File: src/source/core_pkg.sv
package core_pkg;

    localparam int data_w = 32;

    // tag 0 is reserved, so the rob has 15 live tags
    localparam int rob_id_w = 4;

    typedef logic [data_w-1:0] data_t;
    typedef logic [rob_id_w-1:0] rob_id_t;

    // operand already holds its value
    localparam rob_id_t no_rob = '0;

    // one result broadcast
    typedef struct packed {
        logic    valid;
        rob_id_t rob_id;
        data_t   value;
    } cdb_t;

endpackage

File: src/source/lsq_pkg.sv
package lsq_pkg;

    localparam int lsb_size = 8;
    localparam int lsb_idx_w = 3;
    localparam int lsb_cnt_w = 4;

    // full rises this many slots early
    localparam int full_margin = 2;

    localparam int mem_words = 64;
    localparam int mem_addr_w = $clog2(mem_words);

    typedef logic [lsb_idx_w-1:0] lsb_idx_t;
    typedef logic [lsb_cnt_w-1:0] lsb_cnt_t;

    // loads first, so op <= op_lhu means load
    typedef enum logic [2:0] {
        op_lb,
        op_lh,
        op_lw,
        op_lbu,
        op_lhu,
        op_sb,
        op_sh,
        op_sw
    } mem_op_e;

    typedef struct packed {
        mem_op_e           op;
        core_pkg::data_t   v1;
        core_pkg::rob_id_t q1;
        core_pkg::data_t   v2;
        core_pkg::rob_id_t q2;
        core_pkg::data_t   imm;
        core_pkg::rob_id_t rob_id;
    } dispatch_t;

    typedef struct packed {
        logic              busy;
        logic              committed;
        mem_op_e           op;
        core_pkg::data_t   v1;
        core_pkg::rob_id_t q1;
        core_pkg::data_t   v2;
        core_pkg::rob_id_t q2;
        core_pkg::data_t   imm;
        core_pkg::rob_id_t rob_id;
    } lsb_entry_t;

    typedef struct packed {
        mem_op_e           op;
        core_pkg::data_t   addr;
        core_pkg::data_t   data;
        core_pkg::rob_id_t rob_id;
    } mem_req_t;

endpackage

File: src/source/lsb_dispatch.sv
`timescale 1ns/1ps

module lsb_dispatch (
    input  logic                         clk,
    input  logic                         reset,
    input  logic                         disp_valid,
    input  lsq_pkg::dispatch_t           disp,
    input  core_pkg::cdb_t               rs_cdb1,
    input  core_pkg::cdb_t               rs_cdb2,
    input  core_pkg::cdb_t               ls_cdb,
    input  logic                         issue_fire,
    input  logic                         rollback,
    input  lsq_pkg::lsb_idx_t            rollback_tail,
    input  lsq_pkg::lsb_cnt_t            rollback_count,
    output logic [lsq_pkg::lsb_size-1:0] alloc_en,
    output lsq_pkg::lsb_entry_t          new_entry,
    output logic                         full
);
    import core_pkg::*;
    import lsq_pkg::*;

    lsb_idx_t tail;
    lsb_cnt_t count;
    logic     write;
    cdb_t     buses [3];

    assign buses[0] = rs_cdb1;
    assign buses[1] = rs_cdb2;
    assign buses[2] = ls_cdb;

    // rollback wins over a stray dispatch
    assign write = disp_valid && !rollback;

    always_comb begin
        alloc_en = '0;
        alloc_en[tail] = write;
    end

    // results broadcast in the dispatch cycle never reach the slot
    always_comb begin
        new_entry.busy = 1'b1;
        new_entry.committed = 1'b0;
        new_entry.op = disp.op;
        new_entry.imm = disp.imm;
        new_entry.rob_id = disp.rob_id;
        new_entry.v1 = disp.v1;
        new_entry.q1 = disp.q1;
        new_entry.v2 = disp.v2;
        new_entry.q2 = disp.q2;
        for (int b = 0; b < 3; b++) begin
            if (buses[b].valid && disp.q1 != no_rob && buses[b].rob_id == disp.q1) begin
                new_entry.v1 = buses[b].value;
                new_entry.q1 = no_rob;
            end
            if (buses[b].valid && disp.q2 != no_rob && buses[b].rob_id == disp.q2) begin
                new_entry.v2 = buses[b].value;
                new_entry.q2 = no_rob;
            end
        end
    end

    always_ff @(posedge clk) begin
        if (reset) begin
            tail <= '0;
            count <= '0;
        end else if (rollback) begin
            tail <= rollback_tail;
            count <= rollback_count;
        end else begin
            if (write) begin
                tail <= tail + 1'b1;
            end
            case ({write, issue_fire})
                2'b10: count <= count + 1'b1;
                2'b01: count <= count - 1'b1;
                default: count <= count;
            endcase
        end
    end

    assign full = count >= lsb_cnt_t'(lsb_size - full_margin);

endmodule

File: src/source/lsb_slot.sv
`timescale 1ns/1ps

module lsb_slot (
    input  logic                clk,
    input  logic                reset,
    input  logic                alloc,
    input  lsq_pkg::lsb_entry_t new_entry,
    input  logic                clear,
    input  core_pkg::cdb_t      rs_cdb1,
    input  core_pkg::cdb_t      rs_cdb2,
    input  core_pkg::cdb_t      ls_cdb,
    input  logic                commit_valid,
    input  core_pkg::rob_id_t   commit_rob_id,
    output lsq_pkg::lsb_entry_t entry
);
    import core_pkg::*;

    cdb_t buses [3];
    logic wait1;
    logic wait2;

    assign buses[0] = rs_cdb1;
    assign buses[1] = rs_cdb2;
    assign buses[2] = ls_cdb;

    assign wait1 = entry.q1 != no_rob;
    assign wait2 = entry.q2 != no_rob;

    always_ff @(posedge clk) begin
        if (reset) begin
            entry.busy <= 1'b0;
            entry.committed <= 1'b0;
        end else if (alloc) begin
            entry <= new_entry;
        end else if (clear) begin
            // issued, or thrown away by rollback
            entry.busy <= 1'b0;
            entry.committed <= 1'b0;
        end else if (entry.busy) begin
            // wakeup from any of the three buses
            for (int b = 0; b < 3; b++) begin
                if (wait1 && buses[b].valid && buses[b].rob_id == entry.q1) begin
                    entry.v1 <= buses[b].value;
                    entry.q1 <= no_rob;
                end
                if (wait2 && buses[b].valid && buses[b].rob_id == entry.q2) begin
                    entry.v2 <= buses[b].value;
                    entry.q2 <= no_rob;
                end
            end
            if (commit_valid && commit_rob_id == entry.rob_id) begin
                entry.committed <= 1'b1;
            end
        end
    end

endmodule

File: src/source/lsb_issue.sv
`timescale 1ns/1ps

module lsb_issue (
    input  logic                         clk,
    input  logic                         reset,
    input  lsq_pkg::lsb_entry_t          entries [lsq_pkg::lsb_size],
    input  logic                         mem_busy,
    input  logic                         rollback,
    output logic [lsq_pkg::lsb_size-1:0] clear,
    output logic                         issue_fire,
    output logic                         req_valid,
    output lsq_pkg::mem_req_t            req,
    output lsq_pkg::lsb_idx_t            rollback_tail,
    output lsq_pkg::lsb_cnt_t            rollback_count
);
    import core_pkg::*;
    import lsq_pkg::*;

    lsb_idx_t            head;
    lsb_entry_t          head_entry;
    logic                head_is_load;
    logic                head_ready;
    logic                store_found;
    lsb_idx_t            store_off;
    logic [lsb_size-1:0] discard;

    assign head_entry = entries[head];
    assign head_is_load = head_entry.op <= op_lhu;

    // stores wait for the rob commit, loads go once operands arrive
    assign head_ready = head_entry.busy
                        && head_entry.q1 == no_rob
                        && head_entry.q2 == no_rob
                        && (head_is_load || head_entry.committed);

    assign issue_fire = head_ready && !mem_busy && !rollback;

    // youngest committed store counted from head
    always_comb begin
        lsb_idx_t idx;
        store_found = 1'b0;
        store_off = '0;
        for (int k = 0; k < lsb_size; k++) begin
            idx = head + lsb_idx_t'(k);
            if (entries[idx].busy && entries[idx].committed && entries[idx].op >= op_sb) begin
                store_found = 1'b1;
                store_off = lsb_idx_t'(k);
            end
        end
    end

    // committed stores survive a rollback and still drain
    always_comb begin
        for (int i = 0; i < lsb_size; i++) begin
            discard[i] = entries[i].busy
                         && !(entries[i].committed && entries[i].op >= op_sb);
        end
    end

    assign rollback_tail = store_found ? head + store_off + 1'b1 : head;
    assign rollback_count = store_found ? lsb_cnt_t'(store_off) + 1'b1 : '0;

    always_comb begin
        clear = rollback ? discard : '0;
        if (issue_fire) begin
            clear[head] = 1'b1;
        end
    end

    always_ff @(posedge clk) begin
        if (reset) begin
            head <= '0;
            req_valid <= 1'b0;
        end else begin
            req_valid <= issue_fire;
            if (issue_fire) begin
                head <= head + 1'b1;
            end
        end
    end

    always_ff @(posedge clk) begin
        if (issue_fire) begin
            req.op <= head_entry.op;
            req.addr <= head_entry.v1 + head_entry.imm;
            req.data <= head_entry.v2;
            req.rob_id <= head_entry.rob_id;
        end
    end

endmodule

File: src/source/mem_unit.sv
`timescale 1ns/1ps

module mem_unit (
    input  logic              clk,
    input  logic              reset,
    input  logic              req_valid,
    input  lsq_pkg::mem_req_t req,
    output logic              mem_busy,
    output core_pkg::cdb_t    ls_cdb
);
    import core_pkg::*;
    import lsq_pkg::*;

    data_t                 ram [mem_words];
    logic [mem_addr_w-1:0] word_idx;
    logic [1:0]            offset;
    logic                  is_load;
    data_t                 rword;
    logic [7:0]            rbyte;
    logic [15:0]           rhalf;
    data_t                 load_val;
    data_t                 wdata;
    logic [3:0]            wmask;

    assign word_idx = req.addr[mem_addr_w+1:2];
    assign offset = req.addr[1:0];
    assign is_load = req.op <= op_lhu;
    assign rword = ram[word_idx];
    assign rbyte = rword[8*offset +: 8];
    assign rhalf = offset[1] ? rword[31:16] : rword[15:0];

    always_comb begin
        case (req.op)
            op_lb: load_val = {{24{rbyte[7]}}, rbyte};
            op_lh: load_val = {{16{rhalf[15]}}, rhalf};
            op_lbu: load_val = {24'b0, rbyte};
            op_lhu: load_val = {16'b0, rhalf};
            default: load_val = rword;
        endcase
    end

    // replicate store data across lanes, enable only the addressed ones
    always_comb begin
        case (req.op)
            op_sb: begin
                wdata = {4{req.data[7:0]}};
                wmask = 4'b0001 << offset;
            end
            op_sh: begin
                wdata = {2{req.data[15:0]}};
                wmask = offset[1] ? 4'b1100 : 4'b0011;
            end
            default: begin
                wdata = req.data;
                wmask = 4'b1111;
            end
        endcase
    end

    always_ff @(posedge clk) begin
        if (reset) begin
            mem_busy <= 1'b0;
            ls_cdb <= '0;
            for (int i = 0; i < mem_words; i++) begin
                ram[i] <= '0;
            end
        end else begin
            mem_busy <= req_valid;
            ls_cdb.valid <= req_valid;
            ls_cdb.rob_id <= req.rob_id;
            // stores report completion with value 0
            ls_cdb.value <= is_load ? load_val : '0;
            if (req_valid && !is_load) begin
                for (int b = 0; b < 4; b++) begin
                    if (wmask[b]) begin
                        ram[word_idx][8*b +: 8] <= wdata[8*b +: 8];
                    end
                end
            end
        end
    end

endmodule

File: src/source/lsb_top.sv
`timescale 1ns/1ps

module lsb_top (
    input  logic               clk,
    input  logic               reset,
    input  logic               disp_valid,
    input  lsq_pkg::dispatch_t disp,
    input  core_pkg::cdb_t     rs_cdb1,
    input  core_pkg::cdb_t     rs_cdb2,
    input  logic               commit_valid,
    input  core_pkg::rob_id_t  commit_rob_id,
    input  logic               rollback,
    output logic               full,
    output core_pkg::cdb_t     ls_cdb
);
    import lsq_pkg::*;

    logic [lsb_size-1:0] alloc_en;
    logic [lsb_size-1:0] clear;
    lsb_entry_t          new_entry;
    lsb_entry_t          entries [lsb_size];
    logic                issue_fire;
    logic                req_valid;
    mem_req_t            req;
    logic                mem_busy;
    lsb_idx_t            rollback_tail;
    lsb_cnt_t            rollback_count;

    lsb_dispatch u_dispatch (
        .clk(clk),
        .reset(reset),
        .disp_valid(disp_valid),
        .disp(disp),
        .rs_cdb1(rs_cdb1),
        .rs_cdb2(rs_cdb2),
        .ls_cdb(ls_cdb),
        .issue_fire(issue_fire),
        .rollback(rollback),
        .rollback_tail(rollback_tail),
        .rollback_count(rollback_count),
        .alloc_en(alloc_en),
        .new_entry(new_entry),
        .full(full)
    );

    for (genvar i = 0; i < lsb_size; i++) begin : g_slot
        lsb_slot u_slot (
            .clk(clk),
            .reset(reset),
            .alloc(alloc_en[i]),
            .new_entry(new_entry),
            .clear(clear[i]),
            .rs_cdb1(rs_cdb1),
            .rs_cdb2(rs_cdb2),
            .ls_cdb(ls_cdb),
            .commit_valid(commit_valid),
            .commit_rob_id(commit_rob_id),
            .entry(entries[i])
        );
    end

    lsb_issue u_issue (
        .clk(clk),
        .reset(reset),
        .entries(entries),
        .mem_busy(mem_busy),
        .rollback(rollback),
        .clear(clear),
        .issue_fire(issue_fire),
        .req_valid(req_valid),
        .req(req),
        .rollback_tail(rollback_tail),
        .rollback_count(rollback_count)
    );

    mem_unit u_mem (
        .clk(clk),
        .reset(reset),
        .req_valid(req_valid),
        .req(req),
        .mem_busy(mem_busy),
        .ls_cdb(ls_cdb)
    );

endmodule

File: config.mk
export PLATFORM = sky130hd
export DESIGN_NAME = lsb_top
export DESIGN_NICKNAME = d
export VERILOG_FILES = /design/src/source/core_pkg.sv /design/src/source/lsq_pkg.sv /design/src/source/lsb_dispatch.sv /design/src/source/lsb_slot.sv /design/src/source/lsb_issue.sv /design/src/source/mem_unit.sv /design/src/source/lsb_top.sv
export SDC_FILE = /design/constraint.sdc
export NUM_CORES = 2
export LEC_CHECK = 0
export BUFFER_PORTS_ARGS = -buffer_cell sky130_fd_sc_hd__buf_2
export CORE_MARGIN = 1.5
export CORE_UTILIZATION = 40
export CTS_CLUSTER_DIAMETER = 50
export CTS_CLUSTER_SIZE = 12
export DETAILED_ROUTE_END_ITERATION = 8
export MAX_ROUTING_LAYER = met4
export SETUP_SLACK_MARGIN = 0.15
export SLEW_MARGIN = 20
export SYNTH_ARGS = -nofsm -noshare
export SYNTH_HDL_FRONTEND = slang
export SYNTH_SLANG_ARGS = --single-unit
export TNS_END_PERCENT = 100
File: constraint.sdc
create_clock -name clk -period 7.75 [get_ports clk]
set_clock_uncertainty 0.05 [all_clocks]
set_input_delay 0 -clock clk [delete_from_list [all_inputs] [get_ports clk]]
set_output_delay 0 -clock clk [all_outputs]
set_load 0.1 [all_outputs]
==> impl_metrics.ini <==
[sta]
relSlewSlack_pct = 6.36
timing.final.crit_share_pct = 66.3
fmax_mhz = 195
min_period_ns = 5.14
final-setup-viol-count = 0
maxSlewViolCount = 0
worstMarginPinSlew_ns = 1.40
grt_setup_unrepaired = no
hold_viol = 0
timing.setup.tns_ns = 0
fin_ws_ns = 2.61
whs_ns = 0.0753

[grt]
grt_use_total_pct = 24.8
antenna_found_initial = 35
grt_max_degree = 250
grt_first_pass_wirelength_microns = 584000
overflow = 0
grt_pass1_vias = 84300

[clock_network]
htreeDepth = 5
cts_sinks = 2669
cts.reportedPaths.clkPinSlew_ns = 0.06
cts_resized = 0
cts_tree = built
cts_made_buffers = 317
clockRootBuffer = clkbuf_16
clk_path_buf_depth = 4
clk-insertion-delay-late_ns = 0.93

[power_and_ir_drop]
power.density_nw_per_um2 = 221
seqPwrFrac_pct = 49.9
comb_power_share_pct = 4.1
clkPwrFrac_pct = 46.0
leakagePower_nw = 53.1
swShare_pct = 21.9
ir_worst_vdd_mv = 0.179
finalPower_mw = 32.6
p_int_mw = 25.5
p_sw_mw = 7.13

[logic_synthesis]
synth_area_per_cell_sq_um = 13.3
synth.most_common_cell = edfxtp_1
yosysTopAreaCell = edfxtp_1
synth.ff_latch_count = 2669
synth_cell_types = 68
ys_warn_count = 0
synth.top_cell.area_share_pct = 60.1
synth.area.top_cells = edfxtp_1 60%, mux4_2 13%, nor2_1 5.2%
synthArstFlopShare_pct = 0
ys_top_cells_by_count = 2599 x edfxtp_1, 1783 x nor2_1, 820 x clkbuf_1, 779 x nand2_1, 757 x mux4_2
synth_nets = 9978
synthCells = 9763
yosysSeqAreaShare_pct = 61.2
synth_area_sq_um = 130000
synthFlopType = edfxtp_1
synth_edf_count = 2599

[critical_path]
path_cells = nor4_1, nand2_1, mux4_2, o21ai_0, and4_1, nand3_1, a31oi_1, nor2_4, buf_4
cp.arrival_ns = 5.70
critPathSlowestCell = and4_1
worstSetupEndpointType = register
required_ns = 8.31
crit_path_max_incr_delay_ns = 0.91
path_max_fanout = 21
cp-start-kind = register
critical_path_class = register to register

[placement]
post-dp-hpwl_microns = 256000
portBuffers = 183
gp_congestion = 0.892
place_ws_ns = 2.70

[die]
die_y_microns = 573
pin_count = 232
core_area_sq_um = 324000
start_util_pct = 40.1
chipWidth_microns = 573
rows = 209
dieArea_sq_um = 328000

[routing]
drc_errors = 0
drt_iter0_markers = 11200
firstDrtPassIters = 8
drt-total-wl_microns = 406000
vias = 85800
drt.antenna.violating_nets = 0
routedWlPerCell_microns = 28.4
via_per_inst = 6.00

[cells_and_area]
drive_gt1_share_pct = 17.7
synthToLayoutAreaGrowth_pct = 13.6
fin_nets = 9951
n_fill_cell = 28600

[run]
drv_cap = 0

[min_path]
hold_class = input port to register

[status]
outcome = complete, no violations
==> cell families after synthesis <==
group / after synthesis / synth area share [%]
simple gates: 3524 / 12.0
flops: 2669 / 61.2
mux: 1182 / 16.4
compound gates: 1083 / 5.35
buf+inv: 1046 / 3.27
xor+xnor: 238 / 1.60
fa+ha+maj: 21 / 0.220
==> worst max-delay path, delay by kind of cell, from the launching register on <==
kind	cells	cell delay, ns
AO/OA/AOI/OAI	2	0.93
flip-flops	1	0.47
AND/OR/NAND/NOR	5	2.43
buffers and inverters	1	0.38
multiplexers	1	0.53
==> stage by stage <==
| stage | cell area (sq um) | cells | util [%] |
|---|---|---|---|
| 2_1_floorplan | 130000 | 9763 | - |
| 3_3_place_gp | 135000 | 13500 | 41.6 |
| 3_5_place_dp | 135000 | 13500 | 41.6 |
| 4_1_cts | 147000 | 14300 | 45.5 |
| 5_1_grt | 148000 | 14300 | 45.6 |
| 6_report | 148000 | 14300 | 45.6 |
==> final timing paths <==
check                                                 from                         end  slack (ns)  cells after the start
worst min-delay path                              disp[54]  g_slot[2].u_slot.entry[54]        0.08                      5
worst min register to register              u_issue.req[3]            u_mem.ls_cdb[35]        0.39                      1
worst max-delay path            g_slot[4].u_slot.entry[36]  g_slot[3].u_slot.entry[55]        2.61                      9
worst max register to register  g_slot[4].u_slot.entry[36]  g_slot[3].u_slot.entry[55]        2.61                      9
==> power by group through the flow <==
stage | clock network (mW) | registers, mW | logic [mW]
2_1_floorplan | 0 | 16.6 | 0.804
3_3_place_gp | 0 | 16.6 | 1.20
3_5_place_dp | 0 | 16.6 | 1.23
4_1_cts | 15.1 | 16.3 | 1.33
5_1_grt | 15.7 | 16.3 | 1.43
6_report | 15.0 | 16.3 | 1.34
==> placed cells by master, fill, tap and decap left out, types with 15 or more instances in the layout <==
master         synthesis  final
a211oi_1              40     40
a21o_1                86     86
a21oi_1              110    105
a22oi_1               44     44
a31oi_1               19     19
and3_1               521    517
buf_2                 60    182
buf_4                 19    220
bufinv_16              0     29
clkbuf_1             820     48
clkbuf_16              0    330
clkinv_2               0     23
clkinvlp_4             0     20
dfxtp_1               70     62
diode_2                0     27
dlygate4sd3_1          0    245
edfxtp_1            2599   2599
ha_1                  18     18
inv_1                 41     38
inv_6                  0     28
mux2i_1              415    399
mux2i_4                0     16
mux4_2               757    757
nand2_1              779    773
nand2b_1             200    200
nand3_1               44     38
nand4_1               20     20
nor2_1              1783   1760
nor2_2                 0     15
nor3_1                63     63
nor4_1                46     46
o211ai_1             296    296
o21ai_0              389    389
xnor2_1              107    107
xor2_1               131    131
==> final cells by class <==
cell class	instances	area, sq um	area share [%]
diodes	27	67.6	0.0458
clock buffers	381	8480	5.75
clock inverters	145	1850	1.26
inverters	44	171	0.116
multi-input cells	6048	46900	31.8
flip-flops and latches	2669	79500	53.9
well taps	4325	5410	3.67
repair buffers	656	5190	3.52
==> sequential cells by signal, indices dropped and copies added (netlist names), named ones only <==
register             cells
u_issue.head             3
u_issue.req             47
u_mem.ls_cdb            36
u_issue.req_valid        1
g_slot.u_slot.entry    520
u_dispatch.count         4
u_dispatch.tail          3
u_mem.ram             2048
u_mem.mem_busy           1
==> repair_timing <==
action                                  4_1_cts  5_1_grt
hold buffers                                245        0
hold endpoints to repair                    816        0
endpoints found under the setup margin        0        0
buffers inserted                              0        0
==> layer usage <==
metal / share of wire (%) / vias to the layer above / track usage (%) / wire (microns)
li1: - / 36500 / - / -
met1: 38 / 43700 / 31.8 / 155000
met2: 48 / 4816 / 39.1 / 193000
met3: 9.9 / 855 / 4.51 / 40400
met4: 4.3 / 0 / 9.76 / 17500
met5: 0 / - / - / 0
Power figures use the tool's default switching activity.
